<file path="config.mk">
export PLATFORM = sky130hd
export DESIGN_NAME = id_stage
export DESIGN_NICKNAME = d
export VERILOG_FILES = /design/src/design/npc_pkg.sv /design/src/design/id_stage.sv /design/src/design/regfile.sv
export VERILOG_INCLUDE_DIRS = /design/src /design/src/design
export SDC_FILE = /design/constraint.sdc
export NUM_CORES = 2
export LEC_CHECK = 0
export ABC_AREA = 0
export BUFFER_PORTS_ARGS = -buffer_cell sky130_fd_sc_hd__buf_2
export CORE_ASPECT_RATIO = 1.5
export CORE_MARGIN = 3
export CORE_UTILIZATION = 47
export CTS_CLUSTER_SIZE = 8
export DETAILED_ROUTE_END_ITERATION = 8
export MAX_ROUTING_LAYER = met4
export PLACE_DENSITY = 0.69
export SLEW_MARGIN = 5
export SYNTH_ARGS = -nofsm -noshare
export SYNTH_HDL_FRONTEND = slang
export SYNTH_SLANG_ARGS = --single-unit
</file>
<file path="constraint.sdc">
create_clock -name i_clk -period 3.9 [get_ports i_clk]
set_clock_uncertainty 0.15 [all_clocks]
set_input_delay 0.585 -clock i_clk [delete_from_list [all_inputs] [get_ports i_clk]]
set_output_delay 0.585 -clock i_clk [all_outputs]
set_load 0.1 [all_outputs]
</file>
<file path="src/design/npc_settings.svh">
// NPC core widths and reset vector
`ifndef NPC_SETTINGS_SVH
`define NPC_SETTINGS_SVH

// ============================================================
// Datapath widths
// ============================================================
`define NPC_XLEN          64 // Register and PC width.
`define NPC_INST_WD       32

// ============================================================
// Fetch side
// ============================================================
// First fetch address after reset.
`define NPC_RESET_PC      `NPC_XLEN'h8000_0000

// Byte address into the instruction SRAM.
`define NPC_SRAM_ADDR_WD  64

`endif
</file>
<file path="src/design/npc_pkg.sv">
// NPC core shared types
`default_nettype none
`include "npc_settings.svh"

package npc_pkg;

  // ============================================================
  // Instruction word views
  // ============================================================
  typedef struct packed {
    logic [6:0] funct7;
    logic [4:0] rs2;
    logic [4:0] rs1;
    logic [2:0] funct3;
    logic [4:0] rd;
    logic [6:0] opcode;
  } r_fmt_t;

  typedef struct packed {
    logic [11:0] imm_11_0;
    logic [4:0]  rs1;
    logic [2:0]  funct3;
    logic [4:0]  rd;
    logic [6:0]  opcode;
  } i_fmt_t;

  typedef struct packed {
    logic       imm_12;
    logic [5:0] imm_10_5;
    logic [4:0] rs2;
    logic [4:0] rs1;
    logic [2:0] funct3;
    logic [3:0] imm_4_1;
    logic       imm_11;
    logic [6:0] opcode;
  } b_fmt_t;

  typedef struct packed {
    logic [19:0] imm_31_12;
    logic [4:0]  rd;
    logic [6:0]  opcode;
  } u_fmt_t;

  typedef struct packed {
    logic       imm_20;
    logic [9:0] imm_10_1;
    logic       imm_11;
    logic [7:0] imm_19_12;
    logic [4:0] rd;
    logic [6:0] opcode;
  } j_fmt_t;

  // Same 32 bits, read per format.
  typedef union packed {
    r_fmt_t r_fmt;
    i_fmt_t i_fmt;
    b_fmt_t b_fmt;
    u_fmt_t u_fmt;
    j_fmt_t j_fmt;
  } inst_u;

  typedef enum logic [3:0] {
    alu_add,
    alu_sub,
    alu_slt,
    alu_xor,
    alu_or,
    alu_and,
    alu_pass_b  // Operand b straight through, for LUI.
  } alu_op_e;

  // ============================================================
  // Stage buses
  // ============================================================
  typedef struct packed {
    logic [`NPC_XLEN-1:0]    pc;
    logic [`NPC_INST_WD-1:0] inst;
  } fs_to_ds_t;

  typedef struct packed {
    logic [`NPC_XLEN-1:0] pc;
    logic [`NPC_XLEN-1:0] rs1_val;
    logic [`NPC_XLEN-1:0] rs2_val;
    logic [`NPC_XLEN-1:0] imm;
    logic [4:0]           rd;
    logic                 rf_wen;
    alu_op_e              alu_op;
    logic                 a_is_pc;
    logic                 b_is_imm;
    logic                 is_branch;
    logic                 br_ne;    // BNE when set, else BEQ.
    logic                 is_jal;
    logic                 is_ebreak;
    logic                 is_invalid;
  } ds_to_es_t;

  typedef struct packed {
    logic [`NPC_XLEN-1:0] pc;
    logic [4:0]           rd;
    logic                 rf_wen;
    logic [`NPC_XLEN-1:0] result;
    logic                 halt;
    logic                 bad;
  } es_to_ws_t;

  typedef struct packed {
    logic                 taken;
    logic [`NPC_XLEN-1:0] target;
  } br_t;

  typedef struct packed {
    logic                 wen;
    logic [4:0]           addr;
    logic [`NPC_XLEN-1:0] data;
  } rf_wr_t;

endpackage

`default_nettype wire

</file>
<file path="src/design/id_stage.sv">
// Instruction decode stage
`timescale 1ns/1ps
`default_nettype none
`include "npc_settings.svh"

module id_stage (
  input  wire                       i_clk,
  input  wire                       i_rst_n,
  input  wire                       i_fs_valid,
  input  wire npc_pkg::fs_to_ds_t   i_fs,
  input  wire npc_pkg::rf_wr_t      i_wr,
  output logic                      o_ds_valid,
  output npc_pkg::ds_to_es_t        o_ds
);

  npc_pkg::inst_u       inst;
  logic [`NPC_XLEN-1:0] imm_i;
  logic [`NPC_XLEN-1:0] imm_b;
  logic [`NPC_XLEN-1:0] imm_u;
  logic [`NPC_XLEN-1:0] imm_j;
  logic [`NPC_XLEN-1:0] rf_rdata1;
  logic [`NPC_XLEN-1:0] rf_rdata2;
  logic [4:0]           rs1;
  logic [4:0]           rs2;

  assign inst = i_fs.inst;
  assign rs1  = inst.r_fmt.rs1;
  assign rs2  = inst.r_fmt.rs2;

  // ============================================================
  // Immediates
  // ============================================================
  assign imm_i = {{(`NPC_XLEN-12){inst.i_fmt.imm_11_0[11]}}, inst.i_fmt.imm_11_0};
  assign imm_b = {{(`NPC_XLEN-13){inst.b_fmt.imm_12}}, inst.b_fmt.imm_12,
                  inst.b_fmt.imm_11, inst.b_fmt.imm_10_5, inst.b_fmt.imm_4_1, 1'b0};
  assign imm_u = {{(`NPC_XLEN-32){inst.u_fmt.imm_31_12[19]}}, inst.u_fmt.imm_31_12, 12'b0};
  assign imm_j = {{(`NPC_XLEN-21){inst.j_fmt.imm_20}}, inst.j_fmt.imm_20,
                  inst.j_fmt.imm_19_12, inst.j_fmt.imm_11, inst.j_fmt.imm_10_1, 1'b0};

  regfile u_regfile (
    .i_clk    (i_clk),
    .i_rst_n  (i_rst_n),
    .i_raddr1 (rs1),
    .i_raddr2 (rs2),
    .o_rdata1 (rf_rdata1),
    .o_rdata2 (rf_rdata2),
    .i_wr     (i_wr)
  );

  // ============================================================
  // Opcode classification
  // ============================================================
  always_comb begin
    o_ds            = '0;
    o_ds.pc         = i_fs.pc;
    o_ds.rd         = inst.r_fmt.rd;
    o_ds.alu_op     = npc_pkg::alu_add;
    // Bypass from writeback.
    o_ds.rs1_val    = (i_wr.wen && i_wr.addr != 5'd0 && i_wr.addr == rs1) ? i_wr.data : rf_rdata1;
    o_ds.rs2_val    = (i_wr.wen && i_wr.addr != 5'd0 && i_wr.addr == rs2) ? i_wr.data : rf_rdata2;
    unique case (inst.r_fmt.opcode)
      7'b0010011: begin // OP-IMM.
        o_ds.rf_wen   = 1'b1;
        o_ds.b_is_imm = 1'b1;
        o_ds.imm      = imm_i;
        case (inst.r_fmt.funct3)
          3'b000:  o_ds.alu_op = npc_pkg::alu_add;
          3'b010:  o_ds.alu_op = npc_pkg::alu_slt;
          3'b100:  o_ds.alu_op = npc_pkg::alu_xor;
          3'b110:  o_ds.alu_op = npc_pkg::alu_or;
          3'b111:  o_ds.alu_op = npc_pkg::alu_and;
          default: o_ds.is_invalid = 1'b1;
        endcase
      end
      7'b0110011: begin // OP.
        o_ds.rf_wen = 1'b1;
        case ({inst.r_fmt.funct7, inst.r_fmt.funct3})
          10'b0000000_000: o_ds.alu_op = npc_pkg::alu_add;
          10'b0100000_000: o_ds.alu_op = npc_pkg::alu_sub;
          10'b0000000_010: o_ds.alu_op = npc_pkg::alu_slt;
          10'b0000000_100: o_ds.alu_op = npc_pkg::alu_xor;
          10'b0000000_110: o_ds.alu_op = npc_pkg::alu_or;
          10'b0000000_111: o_ds.alu_op = npc_pkg::alu_and;
          default:         o_ds.is_invalid = 1'b1;
        endcase
      end
      7'b0110111: begin // LUI.
        o_ds.rf_wen   = 1'b1;
        o_ds.b_is_imm = 1'b1;
        o_ds.imm      = imm_u;
        o_ds.alu_op   = npc_pkg::alu_pass_b;
      end
      7'b0010111: begin // AUIPC.
        o_ds.rf_wen   = 1'b1;
        o_ds.a_is_pc  = 1'b1;
        o_ds.b_is_imm = 1'b1;
        o_ds.imm      = imm_u;
      end
      7'b1101111: begin // JAL.
        o_ds.rf_wen = 1'b1;
        o_ds.is_jal = 1'b1;
        o_ds.imm    = imm_j;
      end
      7'b1100011: begin
        o_ds.imm       = imm_b;
        o_ds.is_branch = (inst.r_fmt.funct3[2:1] == 2'b00); // BEQ or BNE only.
        o_ds.br_ne     = inst.r_fmt.funct3[0];
        o_ds.is_invalid = (inst.r_fmt.funct3[2:1] != 2'b00);
      end
      7'b1110011: begin
        o_ds.is_ebreak  = (i_fs.inst == `NPC_INST_WD'h0010_0073);
        o_ds.is_invalid = (i_fs.inst != `NPC_INST_WD'h0010_0073);
      end
      default: o_ds.is_invalid = 1'b1;
    endcase
    // Invalid word retires without a write.
    if (o_ds.is_invalid) begin
      o_ds.rf_wen    = 1'b0;
    end
  end

  assign o_ds_valid = i_fs_valid;

endmodule

`default_nettype wire

</file>
<file path="src/design/regfile.sv">
// Integer register file
`timescale 1ns/1ps
`default_nettype none
`include "npc_settings.svh"

module regfile (
  input  wire                     i_clk,
  input  wire                     i_rst_n,
  input  wire  [4:0]              i_raddr1,
  input  wire  [4:0]              i_raddr2,
  output logic [`NPC_XLEN-1:0]    o_rdata1,
  output logic [`NPC_XLEN-1:0]    o_rdata2,
  input  wire npc_pkg::rf_wr_t    i_wr
);

  logic [`NPC_XLEN-1:0] regs [32];

  // Write lands at the end of the cycle.
  always_ff @(posedge i_clk or negedge i_rst_n) begin
    if (!i_rst_n) begin
      for (int i = 0; i < 32; i++) begin
        regs[i] <= '0;
      end
    end else if (i_wr.wen && i_wr.addr != 5'd0) begin
      regs[i_wr.addr] <= i_wr.data;
    end
  end

  // Asynchronous read ports.
  assign o_rdata1 = (i_raddr1 == 5'd0) ? '0 : regs[i_raddr1];
  assign o_rdata2 = (i_raddr2 == 5'd0) ? '0 : regs[i_raddr2]; // x0 hardwired.

endmodule

`default_nettype wire

</file>
==> flow_summary.toml <==
[critical_path]
path_cells = "buf_8 > buf_12 > buf_4 > mux4_2 > a22o_1 > a221oi_2 > a31oi_2 > buf_4 > buf_12"
reg2reg_depth = 1
path_delay_family = "buffers and inverters"
arrival_ps = 3180
worst_path_largest_cell_delay_ps = 350
critPathBufInv = 5
crit_path_start_kind = "primary input"
required_ps = 3160
crit_path_end_kind = "primary output"
path_class = "primary input to primary output"
crit_cells = 9
slowest_stage = "mux4_2"
cp_max_fo = 25

[sta]
maxSlewViolCount = 0
period_needed_ps = 3915
rsz0062_at_grt = "false"
relSlewSlack_pct = 22.08
hold_viol = 0
period_share_pct = 100.4
finalWorstSetupSlack_ps = -14.58
finalSetupViolCount = 1
worstMarginPinSlew_ps = 1169
max_freq_ghz = 0.2555

[outcome]
outcome = "finished, violations left"
violations = "negative setup slack"

[synthesis]
ys_seq_area_share_pct = 46.94
syn_nets = 7270
synthCells = 7101
async_reset_ff_share_pct = 100.0
syn_area_um2 = 109200
avgSynthCellArea_um2 = 15.38
ys_ff_latch = 2048
yosysUniqueCellTypes = 61
synth_edf_count = 0
yosysWarnings = 0
ys.flop_type = "dfrtp_1"

[detailed_routing]
vias = 71252
viasPerCell = 6.882
drtAntennaViolNets = 0
remaining_drc_errors = 0
drt_pre_antenna_iters = 5
wl_per_cell_um = 34.53
dr.first_iter.drc_count = 7034
wl_um = 357500

[global_route]
grt_pass1_wl_um = 524400
grt_overflow = 0
grt_pass1_vias = 76276
grt_max_degree = 165
grtUsageTotal_pct = 30.85
antenna_found_initial = 15

[hold_path]
hold_path_class = "primary input to asynchronous set/reset pin"

[clocking]
cts_tree = "built"
clkLatencyLatePin_ps = 820
htree_levels = 5
numCtsBuffers = 298
cts-root-buf = "clkbuf_16"
clk_pin_slew_worst_paths_ps = 50
cts_buffer_depth = 4
clock_sinks = 2048

[final_layout]
regMostFlops = "u_regfile.regs"
largest_reg_flops = 2048
drive_above_1_share_pct = 58.22
reg.largest.list = "u_regfile.regs x2048"
nNetsFinal = 7431
syn2layout_area_growth_pct = 16.53

[pwr]
p_leak_nw = 54.47
power_density_nw_per_um2 = 530.3
ir_worst_vdd_mv = 0.3591
power_mw = 67.47

[floorplanning]
die_w_um = 399.6
io_pins = 443
die_y_um = 596.3
coreArea_um2 = 231100
rows = 216
design.die.area_um2 = 238300
initial_core_util_pct = 47.25

[placement]
place_ws_ps = -257.2
numPortBuffers = 311
hpwl_um = 220800
gp_congestion = 0.8776

[job]
drv_cap = 0
==> power by group <==
group | total [mW] | switching (mW) | internal [mW]
Combinational | 16.1 | 7.22 | 8.85
Clock | 23.0 | 9.19 | 13.8
Sequential | 28.4 | 3.02 | 25.3
==> metrics by stage <==
step | setup TNS (ps) | area (um^2) | std cells | hold slack [ps] | utilization, %
global route | 0 | 127200 | 10352 | 175.6 | 55.06
global placement | -6522 | 119200 | 10010 | 210.4 | 51.58
finish | -14.58 | 127200 | 10353 | 156.3 | 55.07
CTS | 0 | 127200 | 10337 | 137.3 | 55.03
floorplan | -317.2 | 109300 | 7101 | 139.4 | -
detailed placement | -7418 | 119200 | 10010 | 213.5 | 51.58
==> what timing repair did <==
item | in CTS | in global routing
hold endpoints to repair | 193 | 0
pin swaps | 1 | 0
buffers inserted | 2 | 0
resized for setup | 6 | 8
endpoints found under the setup margin | 60 | 19
hold buffers | 1 | 0
gates cloned | 1 | 0
==> cell usage in the layout, fill, tap and decap left out, types with 11 or more instances in the layout <==
cell type,Yosys,routed
a21oi_1,124,123
buf_12,0,351
a22o_1,71,71
a211oi_1,72,72
nor2b_1,81,78
o22ai_1,141,141
mux4_2,1069,1069
nor3_1,79,72
nor2_1,56,36
buf_2,231,130
xnor2_1,12,12
nand2b_1,12,11
a221o_1,47,47
nor2_4,0,18
a21o_1,19,19
mux2i_1,81,81
mux2_2,1981,1981
clkbuf_16,0,306
nand3_1,19,16
nand2_1,31,22
diode_2,0,16
a22oi_1,113,113
dfrtp_1,2048,2048
buf_4,128,304
==> kinds of logic (layout without fill, tap and decap cells) <==
group / count (synthesis) / after routing / share of synthesized area [%]
XOR/XNOR: 12 / 12 / 0.09625
buffers and inverters: 936 / 1120 / 3.936
other: 1 / 17 / 0.003434
AND/OR/NAND/NOR: 332 / 332 / 1.645
multiplexers: 3135 / 3135 / 43.26
flip-flops: 2048 / 2048 / 46.94
AO/OA/AOI/OAI: 637 / 637 / 4.121
==> layer usage <==
metal / vias up / part of all wire, % / wire length, um / track usage (%)
met4: 0 / 6.0 / 21480 / 16.24
met2: 3681 / 48 / 172400 / 47.68
met1: 38568 / 37 / 132600 / 38.13
met3: 1164 / 8.7 / 30970 / 6.851
met5: - / 0 / 0 / -
li1: 27839 / - / - / -
==> worst paths after layout <==
path                                 startpoint                   end  slack [ps]
hold / removal                          i_rst_n   u_regfile.regs[863]         160
min in group i_clk         u_regfile.regs[2012]  u_regfile.regs[2012]         230
setup reg to reg            u_regfile.regs[426]   u_regfile.regs[426]        2940
hold reg to reg            u_regfile.regs[2012]  u_regfile.regs[2012]         230
max in group asynchronous               i_rst_n  u_regfile.regs[1659]        2010
setup / recovery                       i_fs[16]             o_ds[155]         -10
==> cell usage after synthesis, types with 56 or more instances <==
cell type     n  area share, %
mux4_2     1069             22
a22oi_1     113           0.78
nor2b_1      81           0.46
dfrtp_1    2048             47
a21oi_1     124           0.57
clkbuf_1    539            1.9
nor3_1       79           0.36
buf_2       231            1.1
nor2_1       56           0.19
buf_4       128           0.88
a22o_1       71           0.57
a211oi_1     72           0.50
mux2_2     1981             20
mux2i_1      81           0.74
o22ai_1     141           0.81
==> area by class of cell <==
| cell class | instances | area (um^2) |
|---|---|---|
| clock inverter | 14 | 207.7 |
| clock buffer | 309 | 7679 |
| fill | 18011 | 103800 |
| antenna | 16 | 40.04 |
| multi-input combinational | 4117 | 54140 |
| timing repair buffer | 794 | 10100 |
| sequential | 2048 | 51250 |
| tap | 3052 | 3819 |
| inverter | 3 | 11.26 |
Power figures use the tool's default switching activity.
