`src/design/npc_settings.svh`:
```
// NPC core widths and reset vector
`ifndef NPC_SETTINGS_SVH
`define NPC_SETTINGS_SVH

// ============================================================
// Datapath widths
// ============================================================
`define NPC_XLEN          64 // Register and PC width.
`define NPC_INST_WD       32

// ============================================================
// Fetch side
// ============================================================
// First fetch address after reset.
`define NPC_RESET_PC      `NPC_XLEN'h8000_0000

// Byte address into the instruction SRAM.
`define NPC_SRAM_ADDR_WD  64

`endif
```
`src/design/npc_pkg.sv`:
```
// NPC core shared types
`default_nettype none
`include "npc_settings.svh"

package npc_pkg;

  // ============================================================
  // Instruction word views
  // ============================================================
  typedef struct packed {
    logic [6:0] funct7;
    logic [4:0] rs2;
    logic [4:0] rs1;
    logic [2:0] funct3;
    logic [4:0] rd;
    logic [6:0] opcode;
  } r_fmt_t;

  typedef struct packed {
    logic [11:0] imm_11_0;
    logic [4:0]  rs1;
    logic [2:0]  funct3;
    logic [4:0]  rd;
    logic [6:0]  opcode;
  } i_fmt_t;

  typedef struct packed {
    logic       imm_12;
    logic [5:0] imm_10_5;
    logic [4:0] rs2;
    logic [4:0] rs1;
    logic [2:0] funct3;
    logic [3:0] imm_4_1;
    logic       imm_11;
    logic [6:0] opcode;
  } b_fmt_t;

  typedef struct packed {
    logic [19:0] imm_31_12;
    logic [4:0]  rd;
    logic [6:0]  opcode;
  } u_fmt_t;

  typedef struct packed {
    logic       imm_20;
    logic [9:0] imm_10_1;
    logic       imm_11;
    logic [7:0] imm_19_12;
    logic [4:0] rd;
    logic [6:0] opcode;
  } j_fmt_t;

  // Same 32 bits, read per format.
  typedef union packed {
    r_fmt_t r_fmt;
    i_fmt_t i_fmt;
    b_fmt_t b_fmt;
    u_fmt_t u_fmt;
    j_fmt_t j_fmt;
  } inst_u;

  typedef enum logic [3:0] {
    alu_add,
    alu_sub,
    alu_slt,
    alu_xor,
    alu_or,
    alu_and,
    alu_pass_b  // Operand b straight through, for LUI.
  } alu_op_e;

  // ============================================================
  // Stage buses
  // ============================================================
  typedef struct packed {
    logic [`NPC_XLEN-1:0]    pc;
    logic [`NPC_INST_WD-1:0] inst;
  } fs_to_ds_t;

  typedef struct packed {
    logic [`NPC_XLEN-1:0] pc;
    logic [`NPC_XLEN-1:0] rs1_val;
    logic [`NPC_XLEN-1:0] rs2_val;
    logic [`NPC_XLEN-1:0] imm;
    logic [4:0]           rd;
    logic                 rf_wen;
    alu_op_e              alu_op;
    logic                 a_is_pc;
    logic                 b_is_imm;
    logic                 is_branch;
    logic                 br_ne;    // BNE when set, else BEQ.
    logic                 is_jal;
    logic                 is_ebreak;
    logic                 is_invalid;
  } ds_to_es_t;

  typedef struct packed {
    logic [`NPC_XLEN-1:0] pc;
    logic [4:0]           rd;
    logic                 rf_wen;
    logic [`NPC_XLEN-1:0] result;
    logic                 halt;
    logic                 bad;
  } es_to_ws_t;

  typedef struct packed {
    logic                 taken;
    logic [`NPC_XLEN-1:0] target;
  } br_t;

  typedef struct packed {
    logic                 wen;
    logic [4:0]           addr;
    logic [`NPC_XLEN-1:0] data;
  } rf_wr_t;

endpackage

`default_nettype wire

```
`src/design/if_stage.sv`:
```
// Instruction fetch stage
`timescale 1ns/1ps
`default_nettype none
`include "npc_settings.svh"

module if_stage (
  input  wire                          i_clk,
  input  wire                          i_rst_n,
  input  wire npc_pkg::br_t            i_br,
  input  wire                          i_halt,
  // Instruction SRAM.
  output logic                         o_inst_sram_en,
  output logic [`NPC_SRAM_ADDR_WD-1:0] o_inst_sram_addr,
  input  wire  [`NPC_INST_WD-1:0]      i_inst_sram_rdata,
  // To decode.
  output logic                         o_fs_valid,
  output npc_pkg::fs_to_ds_t           o_fs
);

  logic [`NPC_XLEN-1:0] pc_q;     // Address of the next request.
  logic                 req_valid_q;
  logic                 req_void_q;
  logic [`NPC_XLEN-1:0] req_pc_q;
  logic                 fetch_en;

  // ============================================================
  // Request side
  // ============================================================
  assign fetch_en         = ~i_halt;
  assign o_inst_sram_en   = fetch_en;
  assign o_inst_sram_addr = pc_q[`NPC_SRAM_ADDR_WD-1:0];

  always_ff @(posedge i_clk or negedge i_rst_n) begin
    if (!i_rst_n) begin
      pc_q        <= `NPC_RESET_PC;
      req_valid_q <= 1'b0;
      req_void_q  <= 1'b0;
    end else begin
      req_valid_q <= fetch_en;
      // Request issued this cycle is on the old path.
      req_void_q  <= i_br.taken;
      if (i_br.taken) begin
        pc_q <= i_br.target;
      end else if (fetch_en) begin
        pc_q <= pc_q + `NPC_XLEN'd4;
      end
    end
  end

  // Address of the outstanding request.
  always_ff @(posedge i_clk) begin
    if (fetch_en) begin
      req_pc_q <= pc_q;
    end
  end

  // ============================================================
  // Response side
  // ============================================================
  assign o_fs_valid = req_valid_q & ~req_void_q & ~i_halt;
  assign o_fs.pc    = req_pc_q;
  assign o_fs.inst  = i_inst_sram_rdata; // Word lands one cycle after the request.

endmodule

`default_nettype wire

```
`config.mk`:
```
export PLATFORM = sky130hd
export DESIGN_NAME = if_stage
export DESIGN_NICKNAME = d
export VERILOG_FILES = /design/src/design/npc_pkg.sv /design/src/design/if_stage.sv
export VERILOG_INCLUDE_DIRS = /design/src /design/src/design
export SDC_FILE = /design/constraint.sdc
export NUM_CORES = 1
export LEC_CHECK = 0
export BUFFER_PORTS_ARGS = -buffer_cell sky130_fd_sc_hd__buf_2
export CAP_MARGIN = 20
export CORE_AREA = 2 2 116 118
export CTS_CLUSTER_DIAMETER = 200
export CTS_CLUSTER_SIZE = 20
export DETAILED_ROUTE_END_ITERATION = 10
export DIE_AREA = 0 0 118 120
export PLACE_DENSITY_LB_ADDON = 0.15
export SYNTH_ARGS = -nofsm -noshare
export SYNTH_HDL_FRONTEND = slang
export SYNTH_SLANG_ARGS = --single-unit
export TNS_END_PERCENT = 10
```
`constraint.sdc`:
```
create_clock -name i_clk -period 3 [get_ports i_clk]
set_clock_uncertainty 0.2 [all_clocks]
set_input_delay 0.3 -clock i_clk [delete_from_list [all_inputs] [get_ports i_clk]]
set_output_delay 0.3 -clock i_clk [all_outputs]
set_load 0.1 [all_outputs]
```
==> results.sh, run 1 <==
export IMPL_grt_max_degree=113
export IMPL_port_buffers=197
export IMPL_cts_sinks=130
export IMPL_powerDensity_nw_per_um2=713
export IMPL_synth_area_leaders="edfxtp_1 32%, dfrtp_1 27%, nand2_1 4.4%, buf_4 3.9%, o21ai_0 3.5%"
export IMPL_ios=262
export IMPL_syn_to_final_growth_pct=36.0
export IMPL_setup_viol=0
export IMPL_gp_congestion=0.862
export IMPL_syn_area_per_cell_um2=11.1
export IMPL_seq_area_frac_synth_pct=58.8
export IMPL_cp_arrival_ns=2.81
export IMPL_fin_crit_ns=2.66
export IMPL_fp_dieW_um=118
export IMPL_ir_drop_v=0.000484
export IMPL_final_cells=968
export IMPL_antenna_cells=0
export IMPL_dp_cells=871
export IMPL_switching_share_pct=37.8
export IMPL_endpoint_kind="register"
export IMPL_synth_area_um2=6080
export IMPL_clk_latency_ns=0.42
export IMPL_die_area_um2=14200
export IMPL_synthTopCellsByCount="72 x nand2_1, 65 x dfrtp_1, 64 x edfxtp_1"
export IMPL_grt_pass1_vias=5155
export IMPL_grt_total_usage_pct=25.3
export IMPL_internal_power_uw=3660
export IMPL_cts_max_path_buffers=2
export IMPL_cp_num_buf_inv=0
export IMPL_drive_gt1_share_pct=30.3
export IMPL_max_slew_margin_pct=39.6
export IMPL_postSynthCellCount=547
export IMPL_power_uw=5900
export IMPL_cts_buffers=17
export IMPL_cts_tree="done"
export IMPL_status="complete, no violations"
export IMPL_grt_pass1_wl_um=27500
export IMPL_crit_slowest_cell="or4_1"
export IMPL_yosysMostFrequentCell="nand2_1"
export IMPL_synth_largest_area_cell="edfxtp_1"
export IMPL_p_seq_share_pct=37.6
export IMPL_rsz0062_at_grt="no"
export IMPL_finalCritPeriodShare_pct=88.6
export IMPL_antenna_found_initial=0
export IMPL_synth_edf_count=64
export IMPL_crit_family="simple AND/OR/NAND/NOR gates"
export IMPL_path_max_fanout=8
export IMPL_htreeDepth=4
export IMPL_drt_pass1_iter_count=5
export IMPL_p_comb_share_pct=27.9
export IMPL_start_kind="register"
export IMPL_ys_ff_latch=130
export IMPL_hold_viol_final=0
export IMPL_worst_slew_pin_slew_ns=0.906
export IMPL_cp_data_required_time_ns=3.15
export IMPL_drt_wl_total_um=17600
export IMPL_final_nets=880
export IMPL_synth_top_area_share_pct=31.6
export IMPL_critPathMaxStageDelay_ns=0.62
export IMPL_power_clock_fraction_pct=34.5
export IMPL_fmax_mhz=376
export IMPL_first_iter_violations=398
export IMPL_coreArea_um2=13000
export IMPL_p_sw_uw=2230
export IMPL_ant_nets=0
export IMPL_leakagePower_uw=0.00346
export IMPL_synth_warnings=0
export IMPL_start_util_pct=46.9
export IMPL_synthesis_nets=648
export IMPL_cts_root_buf="clkbuf_16"
export IMPL_crit_chain="nand4_2, nor4_1, nand4_1, or4_1, nand3_1"
export IMPL_chipHeight_um=120
export IMPL_grt_overflow_total=0
export IMPL_hpwl_um=12200
export IMPL_fillers=1075
export IMPL_rows=42
export IMPL_vias_per_cell=5.38
export IMPL_wl_per_cell_um=18.2
export IMPL_maxCapViolCount=0
export IMPL_synthArstFlopShare_pct=50.8
export IMPL_path_class="reg2reg"
export IMPL_clk_pin_slew_ns=0.05
export IMPL_vias=5204
export IMPL_synth_top_flop_cell="dfrtp_1"
export IMPL_hold_path_class="in2reg"
export IMPL_ys_types=41
export IMPL_drc_errors=0
export IMPL_slew_violations=0
[power by group through the flow]
stage	sequential (µW)	combinational, µW	clock [µW]
finish	2220	1640	2040
global route	2240	1700	2150
CTS	2210	1650	2070
detailed placement	2250	1580	0
global placement	2230	1570	0
floorplan	3300	406	0
[metal layers]
| metal | up-vias | GRT usage, % | wire [µm] |
|---|---|---|---|
| li1 | 2464 | - | - |
| met5 | - | 0 | 0 |
| met1 | 2499 | 31.9 | 7420 |
| met2 | 187 | 41.5 | 8580 |
| met3 | 54 | 4.99 | 951 |
| met4 | 0 | 13.1 | 653 |
[layout by cell type (no fill, tap or decap), types with 6 or more instances in the layout]
cell type	netlist	final
nand4_1	22	22
nand3_1	25	25
xor2_1	18	18
o21ai_0	42	42
a31oi_1	11	11
inv_1	7	6
xnor2_1	23	23
and3_1	13	13
edfxtp_1	64	64
dlygate4sd3_1	0	65
nor3_1	9	9
nor2_1	19	19
nor4_1	18	18
nor2b_1	7	7
clkbuf_16	0	17
buf_4	32	10
and4_1	12	12
dfrtp_1	65	65
o31ai_1	10	10
buf_2	5	195
nand2_1	72	72
or4_1	14	14
[final cells by class]
cell class | instances | area (µm²) | area share, %
timing repair buffer | 271 | 1720 | 20.8
tap | 176 | 220 | 2.66
inverter | 7 | 30.0 | 0.363
multi-input combinational | 352 | 2140 | 25.8
sequential | 130 | 3570 | 43.2
clock buffer | 27 | 513 | 6.20
clock inverter | 5 | 73.8 | 0.893
[per-stage QoR]
| stage | setup slack [ns] | hold slack, ns | setup TNS, ns | util [%] | cell area (µm²) |
|---|---|---|---|---|---|
| 2_1_floorplan | -0.186 | -0.196 | -0.386 | - | 6090 |
| 3_3_place_gp | 0.482 | 0.257 | 0 | 54.2 | 7030 |
| 3_5_place_dp | 0.411 | 0.265 | 0 | 54.2 | 7030 |
| 4_1_cts | 0.398 | 0.103 | 0 | 63.7 | 8270 |
| 5_1_grt | 0.171 | 0.153 | 0 | 63.7 | 8270 |
| 6_report | 0.343 | 0.121 | 0 | 63.7 | 8270 |
[what timing repair did]
| action | 4_1_cts | 5_1_grt |
|---|---|---|
| gates resized for setup | 0 | 0 |
| hold buffers | 65 | 0 |
| hold endpoints to repair | 129 | 0 |
| setup buffers | 0 | 0 |
[registers in the layout, indices dropped and copies added, names as in the netlist]
signal,flops
req_valid_q,1
req_pc_q,64
req_void_q,1
o_inst_sram_addr,64
[cells by family (layout without fill, tap and decap cells)]
family / count (synthesis) / count (layout) / share of synthesized area (%)
AOI/OAI and AO/OA: 72 / 72 / 7.12
xor gates and xnor gates: 41 / 41 / 5.90
adders and majority gates: 1 / 1 / 0.206
buffers and inverters: 65 / 310 / 6.11
DFF: 130 / 130 / 58.8
muxes: 7 / 7 / 1.21
and+or+nand+nor: 231 / 231 / 20.7
[final timing paths]
path / start / end / slack, ns / cells past startpoint
setup / recovery: o_inst_sram_addr[20] / o_inst_sram_addr[51] / 0.34 / 5
hold / removal: i_halt / o_inst_sram_addr[2] / 0.12 / 3
setup reg to reg: o_inst_sram_addr[20] / o_inst_sram_addr[51] / 0.34 / 5
hold reg to reg: o_inst_sram_addr[0] / req_pc_q[0] / 0.28 / 0
max in group asynchronous: i_rst_n / o_inst_sram_addr[52] / 1.65 / 2
min in group asynchronous: i_rst_n / o_inst_sram_addr[19] / 0.34 / 2
[tightest hold or removal path: cells and delay by family]
kind                      cells  cell delay [ns]
buffers and inverters         1             0.16
xor gates and xnor gates      1             0.14
AOI/OAI and AO/OA             1             0.09
Power figures use the tool's default switching activity.
==> run 2: changes to the inputs <==
BUFFER_PORTS_ARGS = unset   (was -buffer_cell sky130_fd_sc_hd__buf_2)
CORE_AREA = 2 2 109 111   (was 2 2 116 118)
DIE_AREA = 0 0 111 113   (was 0 0 118 120)
DONT_BUFFER_PORTS = 1   (was unset)
==> run 2 against run 1 <==
  * Critical path depth up 2
  * Core utilization rose by 5.0 points
  * Design area is 6.3% lower
  * First-iteration DRC count is 7.3% lower
==> results.sh, run 2 (synthesized netlist as in run 1, its figures left out) <==
export IMPL_status="complete, no violations"
export IMPL_clk_pin_slew_ns=0.05
export IMPL_antenna_found_initial=0
export IMPL_holdPathStages=1
export IMPL_cts_sinks=130
export IMPL_cp_arrival_ns=2.93
export IMPL_rr_endpoint="o_inst_sram_addr[53]"
export IMPL_cts_root_buf="clkbuf_16"
export IMPL_post_cts_setup_buffer_count=0
export IMPL_clk_latency_ns=0.42
export IMPL_rows=39
export IMPL_cts_max_path_buffers=2
export IMPL_setup_viol=0
export IMPL_worst_slew_pin_slew_ns=0.956
export IMPL_drive_gt1_share_pct=15.5
export IMPL_post_route_util_pct=68.8
export IMPL_path_class="reg2reg"
export IMPL_ant_nets=0
export IMPL_whs_endpoint="req_void_q"
export IMPL_cts_buffers=17
export IMPL_place_ws_ns=0.239
export IMPL_htreeDepth=4
export IMPL_path_max_fanout=4
export IMPL_grt_max_degree=111
export IMPL_worst_slack_ns=0.165
export IMPL_worstHoldStart="i_br[64]"
export IMPL_design_area_um2=7750
export IMPL_wl_per_cell_um=21.4
export IMPL_start_util_pct=54.0
export IMPL_vias=4813
export IMPL_dpl_cell_area_um2=6450
export IMPL_gp_congestion=0.824
export IMPL_chipHeight_um=113
export IMPL_vias_per_cell=6.01
export IMPL_slew_violations=0
export IMPL_ios=262
export IMPL_power_uw=5770
export IMPL_cts_tree="done"
export IMPL_final_common_cell="nand2_1"
export IMPL_r2r_setup_slack_ns=0.16
export IMPL_leakagePower_uw=0.00298
export IMPL_grt_pass1_wl_um=27100
export IMPL_hold_path_class="in2reg"
export IMPL_drt_wl_total_um=17100
export IMPL_coreArea_um2=11300
export IMPL_powerDensity_nw_per_um2=745
export IMPL_r2r_worst_path_cells=7
export IMPL_grt_total_usage_pct=28.0
export IMPL_cp_data_required_time_ns=3.10
export IMPL_first_iter_violations=369
export IMPL_grt_pass1_vias=4834
export IMPL_grt_overflow_total=0
export IMPL_drc_errors=0
export IMPL_fillers=813
export IMPL_switching_share_pct=38.6
export IMPL_fmax_mhz=353
export IMPL_p_comb_share_pct=20.4
export IMPL_final_nets=746
export IMPL_endpoint_kind="register"
export IMPL_drt_pass1_iter_count=5
export IMPL_final_cell_mix="72 x nand2_1, 69 x dlygate4sd3_1, 65 x dfrtp_1"
export IMPL_ctsResizeCount=0
export IMPL_port_buffers=0
export IMPL_syn_to_final_growth_pct=27.4
export IMPL_max_slew_margin_pct=36.4
export IMPL_hpwl_um=11500
export IMPL_finalCritPeriodShare_pct=94.5
export IMPL_internal_power_uw=3550
export IMPL_maxCapViolCount=0
export IMPL_rr_startpoint="o_inst_sram_addr[23]"
export IMPL_die_area_um2=12500
export IMPL_p_sw_uw=2230
export IMPL_fin_crit_ns=2.84
export IMPL_ir_drop_v=0.000684
export IMPL_start_kind="register"
export IMPL_antenna_cells=0
export IMPL_p_seq_share_pct=46.0
export IMPL_rsz0062_at_grt="no"
export IMPL_fp_dieW_um=111
export IMPL_hold_viol_final=0
export IMPL_power_clock_fraction_pct=33.6
[run 2: cell types whose count changed in the layout (fill, tap and decap cells not counted), sizes merged]
cell / previous run / this run
buf: 206 / 67
dlygate4sd3: 65 / 69
bufinv: 2 / 1
clkinv: 3 / 4
clkinvlp: 1 / 2
[run 2: stage by stage]
stage / hold slack (ns) / TNS (ns) / cells
2_1_floorplan: -0.196 / -0.386 / 547
3_3_place_gp: -0.193 / 0 / 698
3_5_place_dp: -0.194 / 0 / 698
4_1_cts: 0.00881 / 0 / 801
5_1_grt: 0.0249 / 0 / 801
6_report: 0.00949 / 0 / 801
[run 2: cell type report]
cell class	instances	area [µm²]	area share (%)
clock buffers	26	499	6.44
inverters	7	30.0	0.387
repair buffers	137	1270	16.4
clock inverters	6	55.1	0.710
well taps	143	179	2.31
multi-input cells	352	2140	27.6
flip-flops and latches	130	3570	46.1
[run 2: worst max path at each step]
| stage | from | endpoint | slack [ns] | depth (start not counted) |
|---|---|---|---|---|
| floorplan | i_halt | o_fs_valid | -0.19 | 2 |
| global placement | o_inst_sram_addr[13] | o_inst_sram_addr[60] | 0.34 | 5 |
| detailed placement | o_inst_sram_addr[13] | o_inst_sram_addr[54] | 0.24 | 5 |
| CTS | o_inst_sram_addr[23] | o_inst_sram_addr[53] | 0.15 | 7 |
| global route | o_inst_sram_addr[21] | o_inst_sram_addr[53] | 0.002 | 7 |
| finish | o_inst_sram_addr[23] | o_inst_sram_addr[53] | 0.16 | 7 |
[run 2: per-layer routing]
layer	track usage [%]	part of all wire, %	up-vias
met5	0	0	-
met4	13.3	3.2	0
met3	8.19	7.1	41
met2	44.7	49	237
met1	35.4	41	2337
li1	-	-	2198
[run 2: repair_timing]
| action | CTS | global route |
|---|---|---|
| setup endpoints to repair | 0 | 1 |
| hold endpoints to repair | 131 | 0 |
| hold buffers | 71 | 0 |
[run 2: critical path, cell delays in order (launching register included)]
cell	delay, ns
dfrtp_1	0.37
buf_4	0.32
and4_2	0.32
nand4_1	0.15
nor4_1	0.45
nor3b_1	0.09
a221o_1	0.26
dlygate4sd3_1	0.56
[run 2: power by group through the flow]
stage          logic (µW)  clock network [µW]  registers (µW)
3_3_place_gp         1040                   0            2680
2_1_floorplan         406                   0            3300
6_report             1180                1940            2660
5_1_grt              1230                2040            2670
3_5_place_dp         1050                   0            2690
4_1_cts              1180                1960            2660
